File: config.mk
export PLATFORM = sky130hd
export DESIGN_NAME = way_ram
export DESIGN_NICKNAME = d
export VERILOG_FILES = /design/src/source/way_ram.sv
export VERILOG_INCLUDE_DIRS = /design/src /design/src/source
export SDC_FILE = /design/constraint.sdc
export NUM_CORES = 1
export LEC_CHECK = 0
export BUFFER_PORTS_ARGS = -buffer_cell sky130_fd_sc_hd__buf_2
export CAP_MARGIN = 25
export CORE_ASPECT_RATIO = 0.8
export CORE_MARGIN = 4
export CORE_UTILIZATION = 44
export DETAILED_ROUTE_END_ITERATION = 6
export MAX_ROUTING_LAYER = met4
export SYNTH_ARGS = -nofsm -noshare
export SYNTH_HDL_FRONTEND = slang
export SYNTH_SLANG_ARGS = --single-unit
File: constraint.sdc
create_clock -name clk -period 2.4 [get_ports clk]
set_input_delay 0.12 -clock clk [delete_from_list [all_inputs] [get_ports clk]]
set_output_delay 0.12 -clock clk [all_outputs]
set_load 0.05 [all_outputs]
File: src/source/dcache_macros.svh
`ifndef DCACHE_MACROS_SVH
`define DCACHE_MACROS_SVH

// cache geometry, 64 sets of 64-byte lines
`define DC_INDEX_W   6
`define DC_OFFSET_W  6
`define DC_TAG_W     20
`define DC_LINE_W    512
`define DC_WAYS      2

// request size codes
`define DC_SIZE_BYTE 2'b00
`define DC_SIZE_HALF 2'b01
`define DC_SIZE_WORD 2'b10

`endif

File: src/source/way_ram.sv
`timescale 1ns/100ps
`default_nettype none

`include "dcache_macros.svh"

// one read port, one write port, both synchronous
module way_ram #(
    parameter type T = logic
) (
    input  wire                    clk,
    input  wire [`DC_INDEX_W-1:0]  i_raddr,
    input  wire [`DC_INDEX_W-1:0]  i_waddr,
    input  wire                    i_we,
    input  wire T                  i_wdata,
    output T                       o_rdata
);

    localparam int DEPTH = 1 << `DC_INDEX_W;

    T mem [DEPTH];

    always_ff @(posedge clk) begin
        if (i_we) begin
            mem[i_waddr] <= i_wdata;
        end
        o_rdata <= mem[i_raddr];   // old data on same-address collision
    end

endmodule

`default_nettype wire

==> results by group <==
Worst setup path
  • R2R Setup Slk: 0.55 ns
  • Critical Path RT: between 2 and 3 ns
  • Crit path launch type: register
  • Worst R2R End: o_rdata
  • Kind of critical path: reg -> reg
  • Crit path buf inv count: 0
  • Critical R2R Launch: mem[18]
  • CP Data Arrival Time: about 2.1 ns
  • Crit-path cells: mux4_1, mux4_2, or2_0, a32o_1
  • Worst-path fanout max: 1
  • Crit-path leading delay family: multiplexers
  • Critical path's largest stage delay: between 0.5 and 0.6 ns
  • CP Capture Type: register
  • Worst reg-to-reg path cell count: 4
  • CP max stage cell: mux4_1

Timing
  • Worst-margin pin slew: between 0.9 and 1 ns
  • Final Hold Fails: 0
  • Min Tclk post-route: 1.848 ns
  • Setup-failing EPs final: 0
  • Setup WS post-layout: roughly 0.55 ns
  • RSZ-0062 raised after global routing: no
  • Final period util: 0.7698
  • Clock Skew: roughly 0.0096 ns
  • Max-Slew Margin vs Limit: 0.3557
  • Slew Limit Fails: 0
  • Fmax: 0.5412 GHz
  • Setup_tns: 0 ns

Yosys
  • Post-Synthesis Cell Area: 2914 um^2
  • Leading area contributor after synthesis: edfxtp_1
  • Synth Instances: between 200 and 250
  • Syn Nets: 219
  • EDFF count, synth: 64
  • Area share of the largest cell type after synthesis: 0.6595
  • Syn. warnings: 0
  • Count of cell types in the netlist: 25
  • Syn Area/Cell: 14.28 um^2
  • Most numerous cell in the Yosys netlist: nor2_1
  • Register area share after synthesis: 0.6664
  • Commonest cells in the netlist: nor2_1 (67), edfxtp_1 (64), clkbuf_1 (10), mux4_2 (10), nand3_1 (9)
  • Async SR Flop Fraction: 0
  • #FFs+latches synth: 65
  • Main synth FF type: edfxtp_1
  • Top cells by area, synth: edfxtp_1 (66%), nor2_1 (8.6%), mux4_2 (7.7%), mux4_1 (6.3%), nand3_1 (1.5%)

GRT
  • Pin count of the biggest net entering global routing: 65
  • GR Overflow Total: 0
  • Tot GR Track Use: 0.1707
  • Initial antenna violation count: 0
  • Vias in the first global route: roughly 1700
  • First-pass GRT wire length: 9542 um

Placed design
  • Port Buffers: 15
  • Placer congestion estimate: about 0.77
  • Detailed Place HPWL: about 3800 um
  • Place WS: around 0.42 ns
  • DP Area: a little over 3000 um^2

Power
  • Sw Share: 0.2195
  • P_int: ~0.0017 W
  • Sequential Power Share: 0.565
  • Clock Power Share: 0.366
  • Sw Pwr: just under 0.0005 W
  • Cell Pwr Density: a little under 700 nW/um^2
  • LEAKAGE: 1.011 nW
  • Max IR drop VDD: 283.8 uV
  • Logic pwr share: 0.069

Clocking
  • Longest Clk Path Bufs: 2
  • Inserted Clock Buffers: 9
  • Clock sinks: 65
  • Setup Buffers After CTS: 0
  • Clk pin slew, worst setup/hold paths: 0.07 ns
  • H-tree depth: 3
  • Post-CTS sizing: 0
  • Post-CTS Hold Fix Bufs: 0
  • CTS tree: done
  • Clk root buf: clkbuf_8
  • Clock insertion delay at the later pin of the skew report: 0.34 ns

Floorplanning
  • Row cnt: 26
  • Initial core utilization: 0.4547
  • IO Pins: 16
  • Die area: 7997 um^2
  • Placeable Area: approximately 6400 um^2
  • DIE HEIGHT: about 81 um
  • Die W: roughly 100 um

Routing
  • Detailed-route via count: between 1500 and 2000
  • Iteration-0 DRC Markers: between 150 and 200
  • Routed length per instance: roughly 19 um
  • Final WL: approximately 5800 um
  • DRC Markers: 0
  • ANT nets after route: 0
  • Drt via density: 5.485
  • First-pass DRT Iterations: 4

Hold path
  • Worst Hold Class: in -> reg
  • Hold Path End: o_rdata
  • Hold Path Cell Cnt: 2
  • Hold Path Origin: i_raddr[5]

Layout
  • Layout cells sized above 1: 0.1867
  • # diodes: 0
  • Net count reported at finish: approximately 240
  • Area grow syn2layout: 10.82%
  • Design area: about 3200 um^2
  • Layout fillers: 552

Outcome
  • Status: complete, no violations

Flow run
  • Max Cap Viol: 0
## worst max path at each step
stage                     startpoint       to  slack, ns  depth (start not counted)
after CTS                    mem[18]  o_rdata       0.54                          4
after global routing          mem[3]  o_rdata       0.47                          4
after global placement    i_raddr[1]  o_rdata       0.46                          5
final                        mem[18]  o_rdata       0.55                          4
after floorplan               mem[3]  o_rdata       0.65                          4
after detailed placement  i_raddr[1]  o_rdata       0.42                          5
## registers in the layout, indices dropped and copies added, names as in the netlist
signal,flops
mem,64
o_rdata,1
## area by class of cell
class	count	area [um^2]	area share
tap	84	105.1	0.03255
clock inverter	3	15.01	0.004649
timing repair buffer	17	90.09	0.02790
sequential	65	1942	0.6013
multi-input combinational	127	918.4	0.2844
clock buffer	13	158.9	0.04921
## through the flow
step                      total power [W]  std cells  utilization  hold slack [ns]
after floorplan                  0.001380        204            -           0.2189
after global placement           0.001436        293       0.4768           0.4023
after detailed placement         0.001438        293       0.4768           0.4030
after CTS                        0.002246        309       0.5039          0.04507
after global routing             0.002311        309       0.5039          0.05778
final                            0.002227        309       0.5039          0.06547
## layout by cell type, fill, tap and decap left out, drive strengths merged
| master | netlist | routed |
|---|---|---|
| nand3b | 4 | 4 |
| or3b | 1 | 1 |
| and2b | 1 | 1 |
| a21oi | 1 | 1 |
| or3 | 1 | 1 |
| edfxtp | 64 | 64 |
| nand3 | 9 | 9 |
| a21boi | 1 | 1 |
| clkinv | 0 | 3 |
| nor2b | 5 | 5 |
| mux4 | 17 | 17 |
| buf | 2 | 17 |
| nand2b | 2 | 2 |
| nor2 | 67 | 67 |
| nand2 | 7 | 7 |
| a41oi | 1 | 1 |
| or2 | 1 | 1 |
| nor3 | 2 | 2 |
| nand4 | 3 | 3 |
| a32o | 1 | 1 |
| nand4b | 1 | 1 |
| a22oi | 2 | 2 |
| clkbuf | 10 | 13 |
| dfxtp | 1 | 1 |
## cell families after synthesis
| family | after synthesis | synth area share |
|---|---|---|
| and+or+nand+nor | 104 | 0.1589 |
| DFF | 65 | 0.6664 |
| muxes | 17 | 0.1404 |
| buffers and inverters | 12 | 0.01846 |
| AOI/OAI and AO/OA | 6 | 0.01589 |
## power groups by stage
stage / Clock, W / Combinational [W] / Sequential [W]
2_1_floorplan: 0 / 0.0000905 / 0.00129
3_3_place_gp: 0 / 0.000154 / 0.00128
3_5_place_dp: 0 / 0.000155 / 0.00128
4_1_cts: 0.000832 / 0.000155 / 0.00126
5_1_grt: 0.000882 / 0.000171 / 0.00126
6_report: 0.000815 / 0.000154 / 0.00126
## routing by layer
| metal | up-vias | track usage | wire [um] |
|---|---|---|---|
| li1 | 796 | - | - |
| met1 | 825 | 0.2341 | 2593 |
| met2 | 68 | 0.2406 | 2700 |
| met3 | 6 | 0.05579 | 474 |
| met4 | 0 | 0.06003 | 63 |
| met5 | - | - | 0 |
Power figures use the tool's default switching activity.
