File: src/source/dcache_macros.svh
`ifndef DCACHE_MACROS_SVH
`define DCACHE_MACROS_SVH

// cache geometry, 64 sets of 64-byte lines
`define DC_INDEX_W   6
`define DC_OFFSET_W  6
`define DC_TAG_W     20
`define DC_LINE_W    512
`define DC_WAYS      2

// request size codes
`define DC_SIZE_BYTE 2'b00
`define DC_SIZE_HALF 2'b01
`define DC_SIZE_WORD 2'b10

`endif

File: src/source/dcache_pkg.sv
`default_nettype none

`include "dcache_macros.svh"

package dcache_pkg;

    typedef logic [`DC_LINE_W-1:0] line_t;

    // pipeline request, strb only meaningful on stores
    typedef struct packed {
        logic [31:0] addr;
        logic [31:0] wdata;    // lane aligned with strb
        logic [3:0]  strb;
        logic [1:0]  size;
        logic        write;
        logic        sign_ext;
    } dc_req_t;

    typedef struct packed {
        logic [31:0] rdata;
        logic        excp;     // misaligned access
    } dc_resp_t;

    typedef struct packed {
        logic                 valid;
        logic [`DC_TAG_W-1:0] tag;
    } tagv_t;

    typedef struct packed {
        logic        valid;
        logic [31:0] addr;     // line aligned
    } mem_rreq_t;

    typedef struct packed {
        logic        valid;
        logic [31:0] addr;
        line_t       data;
    } mem_wreq_t;

    typedef enum logic [2:0] {
        IDLE,
        LOOKUP,
        MISS,
        REFILL,
        WAIT_WRITE
    } ctrl_state_e;

endpackage

`default_nettype wire

File: src/source/lane_align.sv
`timescale 1ns/100ps
`default_nettype none

`include "dcache_macros.svh"

module lane_align
    import dcache_pkg::*;
(
    input  wire dc_req_t  i_req,
    input  wire line_t    i_line,
    output logic [31:0]   o_rdata,
    output line_t         o_store_line,
    output logic          o_misaligned
);

    logic [`DC_OFFSET_W-3:0] word_sel;
    logic [31:0]             word;
    logic [7:0]              ld_byte;
    logic [15:0]             ld_half;

    assign word_sel = i_req.addr[`DC_OFFSET_W-1:2];
    assign word     = i_line[word_sel*32 +: 32];
    assign ld_byte  = word[i_req.addr[1:0]*8 +: 8];
    assign ld_half  = word[i_req.addr[1]*16 +: 16];

    always_comb begin
        case (i_req.size)
            `DC_SIZE_BYTE: o_rdata = {{24{i_req.sign_ext & ld_byte[7]}}, ld_byte};
            `DC_SIZE_HALF: o_rdata = {{16{i_req.sign_ext & ld_half[15]}}, ld_half};
            default:       o_rdata = word;
        endcase
    end

    // loads pass the line through untouched
    always_comb begin
        o_store_line = i_line;
        if (i_req.write) begin
            for (int b = 0; b < 4; b++) begin
                if (i_req.strb[b]) begin
                    o_store_line[word_sel*32 + b*8 +: 8] = i_req.wdata[b*8 +: 8];
                end
            end
        end
    end

    always_comb begin
        case (i_req.size)
            `DC_SIZE_HALF: o_misaligned = i_req.addr[0];
            `DC_SIZE_WORD: o_misaligned = |i_req.addr[1:0];
            default:       o_misaligned = 1'b0;
        endcase
    end

endmodule

`default_nettype wire

File: config.mk
export PLATFORM = sky130hd
export DESIGN_NAME = lane_align
export DESIGN_NICKNAME = d
export VERILOG_FILES = /design/src/source/dcache_pkg.sv /design/src/source/lane_align.sv
export VERILOG_INCLUDE_DIRS = /design/src /design/src/source
export SDC_FILE = /design/constraint.sdc
export NUM_CORES = 1
export LEC_CHECK = 0
export ABC_AREA = 1
export BUFFER_PORTS_ARGS = -buffer_cell sky130_fd_sc_hd__buf_4
export CORE_AREA = 2 2 443 445
export DETAILED_ROUTE_END_ITERATION = 10
export DIE_AREA = 0 0 445 447
export GPL_TIMING_DRIVEN = 0
export PLACE_DENSITY = 0.3
export SYNTH_ARGS = -nofsm -noshare
export SYNTH_HDL_FRONTEND = slang
export SYNTH_SLANG_ARGS = --single-unit
File: constraint.sdc
create_clock -name vclk -period 2.7
set_input_delay 0.27 -clock vclk [all_inputs]
set_output_delay 0.27 -clock vclk [all_outputs]
set_load 0.03 [all_outputs]
==> metrics <==
# setup viols final=roughly 350; CP startpoint kind=input port; DR WL/cell=between 40 and 50 µm; Clock Power Share=0; dominant cell type by area after synthesis=mux2_2; Hold Crit Class=in -> out; Psw=between 4 and 5 mW; GRT Util Overall=0.261; failing checks=negative setup slack; post-synthesis sequential area ratio=0; # nets final=about 4400; grt ovf=0; max cap viols=0; GPL Wtd Cong=between 0.9 and 1; # clk buffers=0; routed vias=26500; top-area cell type share of the netlist area=0.177; fmax=approximately 330 MHz; layout cells sized above 1=0.623; DP HPWL=~230 mm; first-pass GRT wire length=about 330 mm; worst-margin pin slew=0.815 ns; IO Port Bufs=approximately 1100; Slew headroom=0.457; switch share=0.661; pre-CTS WS=-3.48 ns; count of cell types in the netlist=37; CP Data Required Time=approximately 2.4 ns; vias in the first global route=about 26000; Core Area=approximately 190000 µm²; area delta synth->final=151%; Worst setup EP type=output pin; largest net degree at the start of global routing=11; area of the multi-input gates=14900 µm²; Comb power frac=1.000; Flop pwr share=0; critical path class=in -> out; DRT antenna net count=0; Tot Pwr=7.26 mW; leak pwr=about 15 nW; Post-CTS Hold Fix Bufs=0; Peak VDD IR=around 0.000063 V; vias per inst=4.14; Final min period=3.05 ns; Pre-antenna DRT Iters=6; Seq Cell Count=0; Internal Pwr Total=2.46 mW; # rows=162; Power per Cell Area=about 210 nW/µm²; grt met1 use=0.287; DR iter-0 viols=roughly 2300; final WL=around 280 mm; Register Area=0 µm²; Mapped Cells=~2500; M3 GR Usage=0.0420; GR met2 Demand/Resource=0.486; Syn Area/Cell=approximately 5.5 µm²; Final Max Slew Viols=0; outcome=complete, but fails checks; CP Data Arrival Time=about 2.8 ns; Final Cycle Share=1.13; cell with the most instances after synthesis=o21ai_0; worst-path maximum fanout=4; I/O pin cnt=roughly 1100; Fill cells=approximately 22000; Commonest cells post-synth=o21ai_0 (451), nand2_1 (448), inv_1 (323); number of hold violations in the final report=0; Mapped Area=between 10000 and 15000 µm²; setup ws final=-0.345 ns; RSZ-0062 raised after global routing=yes; top post-synthesis cells by area=mux2_2 (18%), o21ai_0 (17%), nand2_1 (12%); initial core utilization=0.0703; WHS=0.867 ns; die outline height=447 µm; die area=just under 200000 µm²; gr busiest metal=met2; DIE WIDTH=445 µm; residual DRC count=0; Synth Warn #=0; initial antenna violation count=35; Syn Nets=between 3000 and 4000
-- area by class of cell --
type / instances / share of cell area
diodes: 16 / 0.00117
plain buffers: 180 / 0.0641
inverters: 333 / 0.0381
multi-input cells: 1951 / 0.435
well taps: 2542 / 0.0928
repair buffers: 1370 / 0.369
-- worst paths after layout --
path	cells past startpoint	start	endpoint
setup / recovery	19	i_req[43]	o_store_line[134]
hold / removal	4	i_line[259]	o_store_line[259]
-- timing repair --
action / CTS / global route
cloned: 8 / 14
resized for setup: 770 / 858
setup endpoints to repair: 542 / 483
buffers inserted: 143 / 107
pin swaps: 76 / 113
endpoints found under the hold margin: 0 / 0
-- power groups by stage --
stage	combinational (mW)	clock (mW)	sequential [mW]
6_report	7.26	0.000000426	0
5_1_grt	7.43	0.000000451	0
3_5_place_dp	6.26	0	0
2_1_floorplan	2.59	0	0
3_3_place_gp	6.26	0	0
4_1_cts	6.76	0	0
-- stage by stage --
stage                     cell area, µm²  setup TNS [ns]   util  std cells
after CTS                          29900          -81.21  0.154       6267
after global routing               34300          -62.37  0.176       6386
after floorplan                    14000           -1.87      -       2467
final                              34300          -49.65  0.177       6392
after global placement             25500        -1034.29  0.131       6111
after detailed placement           25600         -994.97  0.132       6116
-- kinds of logic after synthesis --
| kind of cell | count (synthesis) | synth area share |
|---|---|---|
| AND/OR/NAND/NOR | 981 | 0.359 |
| AO/OA/AOI/OAI | 737 | 0.279 |
| buffers and inverters | 516 | 0.169 |
| multiplexers | 224 | 0.185 |
| adder cells (fa/ha/maj) | 9 | 0.00825 |
-- routing by layer --
layer / vias up / share of wire / wire [µm]
met5: - / 0.000094 / 26
met4: 4 / 0.069 / 19200
met3: 378 / 0.061 / 16900
met2: 1455 / 0.51 / 140000
met1: 13400 / 0.36 / 101000
li1: 11200 / - / -
-- worst max-delay path: stages --
cell      delay [ns]
buf_12          0.08
buf_8           0.12
clkinv_8        0.05
buf_12          0.14
buf_16          0.14
buf_16          0.13
buf_16          0.13
ha_4            0.17
nand2_4         0.09
nor2_4          0.07
buf_6           0.13
nor2_4          0.09
nand2_2         0.06
nand2_4         0.13
nand3_4         0.13
nor2_8          0.19
buf_6           0.16
mux2_4          0.31
buf_6           0.14
-- layout by cell type, fill, tap and decap left out, types with 20 or more instances in the layout --
cell and count:
buf_4 1008, buf_6 354, inv_1 314, nand2_1 306, o21ai_0 285, nand3_1 218, a21oi_1 171, mux2_2 158
o21ai_2 108, nand2_2 87, buf_12 83, nor2_4 82, mux2_4 64, nand2_4 60, nor3_4 59, o21ai_4 47
nor2_1 46, nor3_2 46, o21ai_1 43, buf_8 41, o211ai_1 38, nand3_2 32, a21oi_4 20
(Power assumes the default switching activity.)
