## src/source/dcache_macros.svh

```systemverilog
`ifndef DCACHE_MACROS_SVH
`define DCACHE_MACROS_SVH

// cache geometry, 64 sets of 64-byte lines
`define DC_INDEX_W   6
`define DC_OFFSET_W  6
`define DC_TAG_W     20
`define DC_LINE_W    512
`define DC_WAYS      2

// request size codes
`define DC_SIZE_BYTE 2'b00
`define DC_SIZE_HALF 2'b01
`define DC_SIZE_WORD 2'b10

`endif

```

## src/source/dcache_pkg.sv

```systemverilog
`default_nettype none

`include "dcache_macros.svh"

package dcache_pkg;

    typedef logic [`DC_LINE_W-1:0] line_t;

    // pipeline request, strb only meaningful on stores
    typedef struct packed {
        logic [31:0] addr;
        logic [31:0] wdata;    // lane aligned with strb
        logic [3:0]  strb;
        logic [1:0]  size;
        logic        write;
        logic        sign_ext;
    } dc_req_t;

    typedef struct packed {
        logic [31:0] rdata;
        logic        excp;     // misaligned access
    } dc_resp_t;

    typedef struct packed {
        logic                 valid;
        logic [`DC_TAG_W-1:0] tag;
    } tagv_t;

    typedef struct packed {
        logic        valid;
        logic [31:0] addr;     // line aligned
    } mem_rreq_t;

    typedef struct packed {
        logic        valid;
        logic [31:0] addr;
        line_t       data;
    } mem_wreq_t;

    typedef enum logic [2:0] {
        IDLE,
        LOOKUP,
        MISS,
        REFILL,
        WAIT_WRITE
    } ctrl_state_e;

endpackage

`default_nettype wire

```

## src/source/write_back.sv

```systemverilog
`timescale 1ns/100ps
`default_nettype none

module write_back
    import dcache_pkg::*;
(
    input  wire           clk,
    input  wire           rstn,
    input  wire           i_start,
    input  wire           i_dirty,
    input  wire line_t    i_line,
    input  wire [31:0]    i_addr,
    output logic          o_done,
    input  wire           i_restart,
    output mem_wreq_t     o_mem_wreq,
    input  wire           i_mem_wready
);

    typedef enum logic [1:0] {
        WB_INIT,
        WB_WRITE,
        WB_FINISH
    } wb_state_e;

    wb_state_e    state_q;
    line_t        line_q;
    logic [31:0]  addr_q;

    always_ff @(posedge clk) begin
        if (!rstn) begin
            state_q <= WB_INIT;
        end else begin
            case (state_q)
                WB_INIT:   if (i_start) state_q <= i_dirty ? WB_WRITE : WB_FINISH;
                WB_WRITE:  if (i_mem_wready) state_q <= WB_FINISH;
                WB_FINISH: if (i_restart) state_q <= WB_INIT;
                default:   state_q <= WB_INIT;
            endcase
        end
    end

    // victim copy, the arrays may be overwritten by the refill
    always_ff @(posedge clk) begin
        if (state_q == WB_INIT && i_start) begin
            line_q <= i_line;
            addr_q <= i_addr;
        end
    end

    assign o_mem_wreq.valid = (state_q == WB_WRITE);
    assign o_mem_wreq.addr  = addr_q;
    assign o_mem_wreq.data  = line_q;
    assign o_done           = (state_q == WB_FINISH);

endmodule

`default_nettype wire

```

## config.mk

```make
export PLATFORM = sky130hd
export DESIGN_NAME = write_back
export DESIGN_NICKNAME = d
export VERILOG_FILES = /design/src/source/dcache_pkg.sv /design/src/source/write_back.sv
export VERILOG_INCLUDE_DIRS = /design/src /design/src/source
export SDC_FILE = /design/constraint.sdc
export NUM_CORES = 1
export LEC_CHECK = 0
export BUFFER_PORTS_ARGS = -buffer_cell sky130_fd_sc_hd__buf_4
export CAP_MARGIN = 20
export CORE_AREA = 2 2 428 430
export DETAILED_ROUTE_END_ITERATION = 10
export DIE_AREA = 0 0 430 432
export SLEW_MARGIN = 40
export SYNTH_ARGS = -nofsm -noshare
export SYNTH_HDL_FRONTEND = slang
export SYNTH_SLANG_ARGS = --single-unit
```

## constraint.sdc

```tcl
create_clock -name clk -period 98.6 [get_ports clk]
set_input_delay 24.65 -clock clk [delete_from_list [all_inputs] [get_ports clk]]
set_output_delay 24.65 -clock clk [all_outputs]
set_load 0.01 [all_outputs]
```

==> flow_summary.yaml <==
layout:
  syn2layout_area_growth_pct: 83.9
  final-seq-area_um2: 16400
  fillers: 19803
  multiInputGateArea_um2: 80.1
  drive_gt1_share_pct: 67.4
  fin_nets: 2286
clock_network:
  cts_sinks: 546
  cts_buffers: 74
  cts_tree: "done"
  postCtsHoldBufs: 0
  htree_levels: 3
  clk_latency_ps: 670
  root_buffer: "clkbuf_16"
  clk_pin_slew_ps: 60
  cts_setup_buffers: 0
  cts.path.max_buffers: 3
  cts_resized: 0
critical_path:
  crit_chain: "buf_4, nor3b_2, buf_12, buf_4, buf_6, buf_6"
  worstPathArrival_ps: 27320
  required_ps: 98910
  crit_path_max_fanout: 72
  critPathLaunchType: "primary input"
  crit_buf_inv: 5
  reg2reg_from: "state_q[1]"
  setup.worst_path.start: "i_start"
  cp_slowest_stage_delay_ps: 620
  crit_family: "buffers and inverters"
  end_kind: "flip-flop"
  path_class: "in -> reg"
  reg2reg_depth: 5
  cp.depth: 6
  slowest_stage: "buf_4"
placement:
  hpwlAfterDp_mm: 110
  port_buffers: 1095
  gp_congestion: 0.905
logic_synthesis:
  synth_fp_nets: 1107
  syn-cell-area_um2: 16500
  synth.top_cell.area_share_pct: 99.3
  avgSynthCellArea_um2: 29.5
  seq_area_frac_synth_pct: 99.5
  synth-seq-cells: 546
  yosys_warnings: 0
  netlist_instances: 557
  ys_types: 11
  yosysTopAreaCell: "edfxtp_1"
  ys_top_cells_by_area: "edfxtp_1 (99%), dfxtp_1 (0.24%), nor3b_1 (0.091%), nand2b_1 (0.076%), o311a_1 (0.061%)"
global_routing:
  grt_pass1_vias: 11573
  grt_use_total_pct: 13.1
  grt_start_max_net_pins: 90
  grt_pass1_wl_mm: 149
  overflow: 0
  antenna_found_initial: 152
die:
  die_h_um: 432
  pin_count: 1096
  initial_core_util_pct: 9.05
  num_rows: 157
  chipWidth_um: 430
  dieArea_um2: 186000
  fp.coreArea_um2: 182000
run:
  max-cap-violations: 0
sta:
  setup_tns_ps: 0
  clock.fmax_ghz: 0.0370
  drv_slew: 0
  finalHoldViolations: 0
  finalCritPeriodShare_pct: 27.4
  fin_crit_ps: 27010
  finClkSkew_ps: 25.6
  setup-violations-final: 0
  holdWs_ps: 564
  relSlewSlack_pct: 45.9
  rsz0062_at_grt: "no"
  tightest_slew_ps: 811
power_and_ir_drop:
  ir_worst_vdd_mv: 0.0125
  cellLeakagePower_nw: 11.8
  p_per_area_nw_per_um2: 21.1
drt:
  drt_iter0_markers: 771
  drc_errors: 0
  drtPass1Iterations: 5
  wl_per_cell_um: 30.4
  viasPerCell: 2.78
  wirelength_mm: 127
  postRouteAntennaNets: 0
  vias: 11659
hold_path:
  hp-start: "state_q[0]"
  min_path_cells: 2
  holdCritPathClass: "reg -> reg"
status:
  outcome: "completed"
[Yosys cell counts]
master / instances
a21oi_1: 1
and2_1: 1
and2b_1: 1
dfxtp_1: 2
edfxtp_1: 544
nand2b_1: 2
nand3b_1: 1
nor2b_1: 1
nor3b_1: 2
o21ai_0: 1
o311a_1: 1
[report_power, final]
part	switching (mW)	internal [mW]	leakage [nW]	total, mW
Clock	0.114	0.165	1.19	0.279
Sequential	0.00612	0.278	5.22	0.284
Combinational	0.0410	0.0332	5.35	0.0742
Total	0.161	0.476	11.8	0.637
[area by class of cell]
cell class                      count  area share [%]
Antenna cell                        7          0.0579
Clock buffer                      102            6.81
Clock inverter                     33            1.35
Multi-Input combinational cell     11           0.265
Sequential cell                   546            54.1
Tap cell                         2385            9.86
Timing Repair Buffer             1103            27.5
[metrics by stage]
step	utilization, %	std cells	cell area [um2]	total power [mW]	worst slack [ps]
final	16.7	4187	30300	0.637	71590
after global routing	16.6	4183	30200	0.662	71420
after CTS	16.6	4180	30200	0.652	71190
after detailed placement	15.3	4045	27800	0.364	70420
after global placement	15.3	4044	27700	0.363	70040
after floorplan	-	557	16500	0.328	33170
[logic make-up (layout without fill, tap and decap cells)]
family / count (synthesis) / after routing / share of synthesized area [%]
AND/OR/NAND/NOR: 8 / 8 / 0.335
other: 0 / 7 / 0
buffers and inverters: 0 / 1238 / 0
AO/OA/AOI/OAI: 3 / 3 / 0.122
flip-flops: 546 / 546 / 99.5
[layout by cell type (no fill, tap or decap), drive strengths merged]
cell / count
buf: 1103
clkinv: 17
clkbuf: 102
nor3b: 2
diode: 7
a21oi: 1
and2: 1
bufinv: 7
dfxtp: 2
nand2b: 2
o311a: 1
edfxtp: 544
o21ai: 1
clkinvlp: 4
and2b: 1
nor2b: 1
nand3b: 1
inv: 5
[path summary, 6_finish.rpt]
kind,slack (ps),to
min reg2reg,560,state_q[0]
max reg2reg,95270,line_q[159]
max,71590,line_q[159]
min,560,state_q[0]
[flip-flops by register name (all words and copies together), names as in the netlist]
| signal | count |
|---|---|
| line_q | 512 |
| state_q | 2 |
| addr_q | 32 |
[metal layers]
layer / global-route usage, % / vias up / wire, um
met2: 22.2 / 920 / 61300
met3: 8.51 / 387 / 18400
met5: 0 / - / 41
met4: 3.29 / 6 / 4380
met1: 13.3 / 5675 / 43100
li1: - / 4671 / -
[tightest hold or removal path: stages, from the launching register on]
cell	delay (ps)
dfxtp_1	370
nand2b_1	100
a21oi_1	60
No activity file was read; power rests on OpenSTA's default activity.
