==> config.mk <==
export PLATFORM = sky130hd
export DESIGN_NAME = set_state
export DESIGN_NICKNAME = d
export VERILOG_FILES = /design/src/source/set_state.sv
export VERILOG_INCLUDE_DIRS = /design/src /design/src/source
export SDC_FILE = /design/constraint.sdc
export NUM_CORES = 1
export LEC_CHECK = 0
export BUFFER_PORTS_ARGS = -buffer_cell sky130_fd_sc_hd__buf_2
export CORE_ASPECT_RATIO = 0.9
export CORE_MARGIN = 10
export CORE_UTILIZATION = 60
export CTS_BUF_LIST = sky130_fd_sc_hd__clkbuf_8
export CTS_CLUSTER_DIAMETER = 60
export DETAILED_ROUTE_END_ITERATION = 7
export PLACE_DENSITY = 0.79
export SLEW_MARGIN = 10
export SYNTH_ARGS = -nofsm -noshare
export SYNTH_HDL_FRONTEND = slang
export SYNTH_SLANG_ARGS = --single-unit
==> constraint.sdc <==
create_clock -name clk -period 1.9 [get_ports clk]
set_input_delay 0 -clock clk [delete_from_list [all_inputs] [get_ports clk]]
set_output_delay 0 -clock clk [all_outputs]
set_load 0.05 [all_outputs]
==> src/source/dcache_macros.svh <==
`ifndef DCACHE_MACROS_SVH
`define DCACHE_MACROS_SVH

// cache geometry, 64 sets of 64-byte lines
`define DC_INDEX_W   6
`define DC_OFFSET_W  6
`define DC_TAG_W     20
`define DC_LINE_W    512
`define DC_WAYS      2

// request size codes
`define DC_SIZE_BYTE 2'b00
`define DC_SIZE_HALF 2'b01
`define DC_SIZE_WORD 2'b10

`endif

==> src/source/set_state.sv <==
`timescale 1ns/100ps
`default_nettype none

`include "dcache_macros.svh"

module set_state (
    input  wire                    clk,
    input  wire                    rstn,
    input  wire [`DC_INDEX_W-1:0]  i_index,
    input  wire                    i_lru_we,
    input  wire                    i_lru_way,
    input  wire                    i_dirty_we,
    input  wire                    i_dirty_way,
    input  wire                    i_dirty_val,
    input  wire                    i_valid_set,
    output logic                   o_victim_way,
    output logic [`DC_WAYS-1:0]    o_dirty,
    output logic [`DC_WAYS-1:0]    o_valid
);

    localparam int SETS = 1 << `DC_INDEX_W;

    logic [SETS-1:0]                  mru_q;    // most recently used way per set
    logic [SETS-1:0][`DC_WAYS-1:0]    dirty_q;
    logic [SETS-1:0][`DC_WAYS-1:0]    valid_q;

    always_ff @(posedge clk) begin
        if (!rstn) begin
            mru_q   <= '0;
            dirty_q <= '0;
            valid_q <= '0;
        end else begin
            if (i_lru_we) begin
                mru_q[i_index] <= i_lru_way;
            end
            if (i_dirty_we) begin
                dirty_q[i_index][i_dirty_way] <= i_dirty_val;
            end
            // refill writes valid and dirty of the same way
            if (i_valid_set) begin
                valid_q[i_index][i_dirty_way] <= 1'b1;
            end
        end
    end

    assign o_dirty = dirty_q[i_index];
    assign o_valid = valid_q[i_index];

    // empty ways first, else the one not recently used
    assign o_victim_way = !o_valid[0] ? 1'b0 :
                          !o_valid[1] ? 1'b1 : ~mru_q[i_index];

endmodule

`default_nettype wire

==> results of run 1 <==
==> sequential cells by signal, summed over array words and instances (netlist names) <==
| signal | flops |
|---|---|
| dirty_q | 128 |
| valid_q | 128 |
| mru_q | 64 |
==> cells in the mapped netlist, types with 22 or more instances <==
| cell | number | share of area, % |
|---|---|---|
| a221oi_1 | 22 | 1.3 |
| dfxtp_1 | 320 | 43 |
| mux2i_1 | 77 | 5.2 |
| nor2b_1 | 37 | 1.6 |
| a21oi_1 | 149 | 5.0 |
| o22ai_1 | 22 | 0.93 |
| nand2_1 | 188 | 4.8 |
| a22oi_1 | 36 | 1.8 |
| nor2_1 | 346 | 8.7 |
| clkbuf_1 | 102 | 2.6 |
| o21a_1 | 128 | 6.5 |
| o21ai_0 | 142 | 4.8 |
| buf_2 | 30 | 1.0 |
| a21boi_0 | 36 | 1.8 |
| nand3_1 | 37 | 1.2 |
==> power breakdown <==
group          switching (W)  internal (W)
clock network        0.00277       0.00358
registers          0.0000180       0.00674
logic               0.000913      0.000505
total                0.00370        0.0108
==> cell type report <==
cell class / count / area (µm²) / area share [%]
flip-flops and latches: 320 / 6410 / 36.0
inverters: 2 / 7.51 / 0.0422
well taps: 308 / 385 / 2.17
repair buffers: 223 / 1970 / 11.1
clock buffers: 68 / 936 / 5.26
clock inverters: 20 / 163 / 0.914
multi-input cells: 1336 / 7920 / 44.5
==> per-layer routing <==
layer / part of all wire [%] / track usage, % / up-vias / wire (µm)
met1: 38 / 41.3 / 6912 / 19900
met5: 0 / 0 / - / 0
met3: 13 / 10.4 / 219 / 6970
met4: 5.1 / 15.2 / 0 / 2690
li1: - / - / 6549 / -
met2: 44 / 49.3 / 1013 / 23000
==> logic make-up (layout without fill, tap and decap cells) <==
| kind of cell | after synthesis | after routing | synth area share, % |
|---|---|---|---|
| AOI/OAI and AO/OA | 569 | 569 | 24.0 |
| buffers and inverters | 162 | 313 | 4.68 |
| DFF | 320 | 320 | 43.1 |
| muxes | 117 | 117 | 9.99 |
| and+or+nand+nor | 650 | 650 | 18.2 |
==> final timing paths <==
kind / depth (start not counted) / slack [ns] / from / end
hold reg to reg: 1 / 0.46 / valid_q[102] / valid_q[102]
setup reg to reg: 2 / 1.14 / mru_q[38] / mru_q[38]
setup / recovery: 6 / -0.72 / dirty_q[54] / o_dirty[0]
hold / removal: 2 / 0.03 / rstn / valid_q[96]
==> stage by stage <==
step	instance area, µm²	instances	TNS (ns)	utilization, %	power, W
floorplan	14900	1818	-0.279	-	0.00763
global placement	16500	2188	-1.47	67.9	0.00821
detailed placement	16500	2188	-1.56	67.9	0.00822
CTS	17700	2276	-2.57	72.9	0.0144
global route	17800	2277	-2.89	73.1	0.0148
finish	17800	2277	-2.59	73.1	0.0145
==> what timing repair did <==
| item | 4_1_cts | 5_1_grt |
|---|---|---|
| endpoints found under the hold margin | 36 | 0 |
| hold buffers | 1 | 0 |
| pin swaps | 8 | 5 |
| setup endpoints to repair | 5 | 5 |
| setup buffers | 0 | 1 |
| gates resized for setup | 35 | 13 |
==> results.sh, run 1 <==
export IMPL_yosysUniqueCellTypes=52
export IMPL_cp_top_family="multiplexers"
export IMPL_path_class="reg -> out"
export IMPL_drt_iter0_drc=2257
export IMPL_synth_main_ff_cell="dfxtp_1"
export IMPL_synth_edf_count=0
export IMPL_drcViolationCount=0
export IMPL_rows=54
export IMPL_status="finished, violations left"
export IMPL_setup_viol=5
export IMPL_violations="negative setup slack"
export IMPL_drv_cap=0
export IMPL_htreeDepth=2
export IMPL_vias_per_cell=6.45
export IMPL_floorplan_initialDensity_pct=61.1
export IMPL_cts_tree="built"
export IMPL_min_path_type="in -> reg"
export IMPL_synthesis_area_um2=14900
export IMPL_fill_cells=1870
export IMPL_grt_pass1_vias=14200
export IMPL_crit_path_max_incr_delay_ns=0.51
export IMPL_antenna_found_initial=0
export IMPL_grt_overflow=0
export IMPL_final_max_slew_viol_count=0
export IMPL_io_pins=19
export IMPL_cts_made_buffers=51
export IMPL_ir_drop_uv=615
export IMPL_powerDensity_nw_per_um2=817
export IMPL_slowest_stage="mux4_2"
export IMPL_die_w_um=186
export IMPL_period_share_pct=138
export IMPL_drive_gt1_share_pct=19.0
export IMPL_final_nets=1948
export IMPL_cts_path_max_buffers=3
export IMPL_die_area_um2=31500
export IMPL_layout_min_cycle_time_ns=2.62
export IMPL_grt_pass1_wl_um=80200
export IMPL_crit_fanout=2
export IMPL_syn_num_nets=1832
export IMPL_antenna_cells=0
export IMPL_cp_cell_sequence="mux4_2 > mux2_4 > o211ai_2 > o31ai_2 > a2111o_1 > buf_6"
export IMPL_rsz0062_at_grt="true"
export IMPL_path_clk_slew_ns=0.06
export IMPL_synth_seq_area_share_pct=43.1
export IMPL_place_hpwl_um=34900
export IMPL_antenna_left=0
export IMPL_ys_warn_count=0
export IMPL_cts_sinks=320
export IMPL_cts_root_buf="clkbuf_8"
export IMPL_worstSetupStartpointType="flop"
export IMPL_wl_per_cell_um=23.1
export IMPL_max_freq_mhz=382
export IMPL_final_cell_mix="344 x nor2_1, 316 x dfxtp_1, 187 x nand2_1"
export IMPL_vias=14700
export IMPL_finalWirelength_um=52500
export IMPL_fin_skew_ns=0
export IMPL_cp_data_arrival_time_ns=2.62
export IMPL_hold_viol_final=0
export IMPL_avgSynthCellArea_um2=8.17
export IMPL_required_ns=1.90
export IMPL_grt_max_degree=101
export IMPL_syn_inst=1818
export IMPL_post_place_ws_ns=-0.479
export IMPL_core_area_um2=24300
export IMPL_ys_seq_elements=320
export IMPL_die_h_um=169
export IMPL_power_leakage_nw=6.72
export IMPL_drtPass1Iterations=6
export IMPL_area_growth_pct=19.8
export IMPL_track_usage_pct=32.5
export IMPL_io_buffers=18
export IMPL_crit_buf_inv=1
export IMPL_layout_setup_ws_ns=-0.717
export IMPL_gp_congestion=1.02
export IMPL_max_slew_worst_pin_slew_ns=0.810
export IMPL_relSlewSlack_pct=46.0
export IMPL_final_common_cell="nor2_1"
export IMPL_clock_latency_ns=0.58
export IMPL_hold_ws_ns=0.0292
export IMPL_async_flop_share_pct=0
export IMPL_crit_path_end_kind="primary output"
Power figures use the tool's default switching activity.
==> run 2, diff against run 1 <==
--- a/config.mk
+++ b/config.mk
@@ -13,7 +13,7 @@
 export CTS_BUF_LIST = sky130_fd_sc_hd__clkbuf_8
 export CTS_CLUSTER_DIAMETER = 60
 export DETAILED_ROUTE_END_ITERATION = 7
-export PLACE_DENSITY = 0.79
+export PLACE_DENSITY = 0.77
 export SLEW_MARGIN = 10
 export SYNTH_ARGS = -nofsm -noshare
 export SYNTH_HDL_FRONTEND = slang
==> results.sh, run 2 (synthesis results as in run 1) <==
export IMPL_status="finished, violations left"
export IMPL_violations="negative hold slack, negative setup slack"
export IMPL_wl_per_cell_um=22.1
export IMPL_ir_drop_uv=550
export IMPL_die_h_um=169
export IMPL_final_common_cell="nor2_1"
export IMPL_grt_overflow=0
export IMPL_drt_iter0_drc=1987
export IMPL_hold_viol_final=4
export IMPL_floorplan_initialDensity_pct=61.1
export IMPL_hold_ws_ns=-0.00841
export IMPL_grt_pass1_vias=13900
export IMPL_cts_tree="built"
export IMPL_slowest_stage="mux4_2"
export IMPL_dpl_instance_area_um2=16400
export IMPL_max_slew_worst_pin_slew_ns=0.754
export IMPL_crit_path_end_kind="primary output"
export IMPL_layout_setup_ws_ns=-0.787
export IMPL_finalWirelength_um=50200
export IMPL_cts_made_buffers=52
export IMPL_cp_cell_sequence="mux4_2 > mux2_4 > o211ai_4 > o31ai_4 > a2111o_1 > buf_6"
export IMPL_path_class="reg -> out"
export IMPL_max_freq_mhz=372
export IMPL_grt_max_degree=101
export IMPL_crit_path_max_incr_delay_ns=0.48
export IMPL_htreeDepth=2
export IMPL_rsz0062_at_grt="true"
export IMPL_r2r_start="dirty_q[54]"
export IMPL_required_ns=1.90
export IMPL_fin_util_pct=72.5
export IMPL_cp_top_family="multiplexers"
export IMPL_grt_pass1_wl_um=78200
export IMPL_worstSetupStartpointType="flop"
export IMPL_cts_sinks=320
export IMPL_final_nets=1940
export IMPL_drtPass1Iterations=6
export IMPL_fin_skew_ns=0
export IMPL_setup_viol=5
export IMPL_drive_gt1_share_pct=18.5
export IMPL_min_path_type="in -> reg"
export IMPL_period_share_pct=141
export IMPL_fin_area_um2=17600
export IMPL_core_area_um2=24300
export IMPL_drv_cap=0
export IMPL_power_leakage_nw=6.65
export IMPL_cp_data_arrival_time_ns=2.69
export IMPL_final_max_slew_viol_count=0
export IMPL_place_hpwl_um=34400
export IMPL_clock_latency_ns=0.58
export IMPL_area_growth_pct=18.7
export IMPL_critPathLaunch="dirty_q[52]"
export IMPL_die_w_um=186
export IMPL_relSlewSlack_pct=49.8
export IMPL_antenna_found_initial=0
export IMPL_final_cell_mix="344 x nor2_1, 313 x dfxtp_1, 187 x nand2_1"
export IMPL_gp_congestion=0.993
export IMPL_cts_root_buf="clkbuf_8"
export IMPL_vias_per_cell=6.36
export IMPL_powerDensity_nw_per_um2=802
export IMPL_hold_start="i_lru_we"
export IMPL_crit_fanout=2
export IMPL_die_area_um2=31500
export IMPL_cts_path_max_buffers=3
export IMPL_drcViolationCount=0
export IMPL_antenna_left=0
export IMPL_crit_buf_inv=1
export IMPL_io_buffers=18
export IMPL_track_usage_pct=31.5
export IMPL_rows=54
export IMPL_io_pins=19
export IMPL_largestRegisters="dirty_q: 128 flops, valid_q: 128 flops, mru_q: 64 flops"
export IMPL_layout_min_cycle_time_ns=2.69
export IMPL_path_clk_slew_ns=0.07
export IMPL_vias=14500
export IMPL_antenna_cells=0
[run 2: worst register-to-register path, stage by stage, from the launching register on]
cell     delay [ns]
dfxtp_2        0.32
buf_4          0.12
a21oi_1        0.14
nor2_1         0.06
[run 2: stage by stage]
stage / hold slack (ns) / TNS, ns / power (W) / setup slack (ns) / instances
finish: -0.00841 / -3.02 / 0.0141 / -0.787 / 2274
CTS: 0.00124 / -3.10 / 0.0141 / -0.764 / 2274
global route: 0.0359 / -3.27 / 0.0145 / -0.812 / 2274
floorplan: 0.318 / -0.279 / 0.00763 / -0.279 / 1818
global placement: 0.440 / -1.48 / 0.00817 / -0.354 / 2177
detailed placement: 0.447 / -1.68 / 0.00818 / -0.399 / 2177
[run 2: layer usage]
metal / vias up / GRT usage, % / wire length (µm)
met1: 6910 / 42.1 / 19900
met2: 848 / 48.1 / 22400
met3: 151 / 6.36 / 5570
met5: - / 0 / 0
li1: 6560 / - / -
met4: 0 / 14.5 / 2300
[run 2: repair_timing]
action / in CTS / in global routing
endpoints found under the hold margin: 99 / 0
endpoints found under the setup margin: 5 / 5
hold buffers: 3 / 0
pin swaps: 11 / 10
resized for setup: 37 / 13
buffers inserted: 1 / 0
[run 2: worst paths after layout]
kind,end,slack (ns),depth (start not counted)
setup reg to reg,dirty_q[54],1.15,3
hold reg to reg,valid_q[40],0.46,1
hold / removal,mru_q[35],-0.008,4
setup / recovery,o_dirty[0],-0.79,6
[run 2: area by class of cell]
type	count	area, µm²
Clock buffer	65	895
Clock inverter	29	151
Fill cell	1833	6700
Inverter	2	7.51
Multi-Input combinational cell	1336	7930
Sequential cell	320	6410
Tap cell	308	385
Timing Repair Buffer	214	1840
[run 2: power by group]
group	internal, W	switching [W]
clock	0.00321	0.00281
combinational	0.000482	0.000879
sequential	0.00674	0.0000171
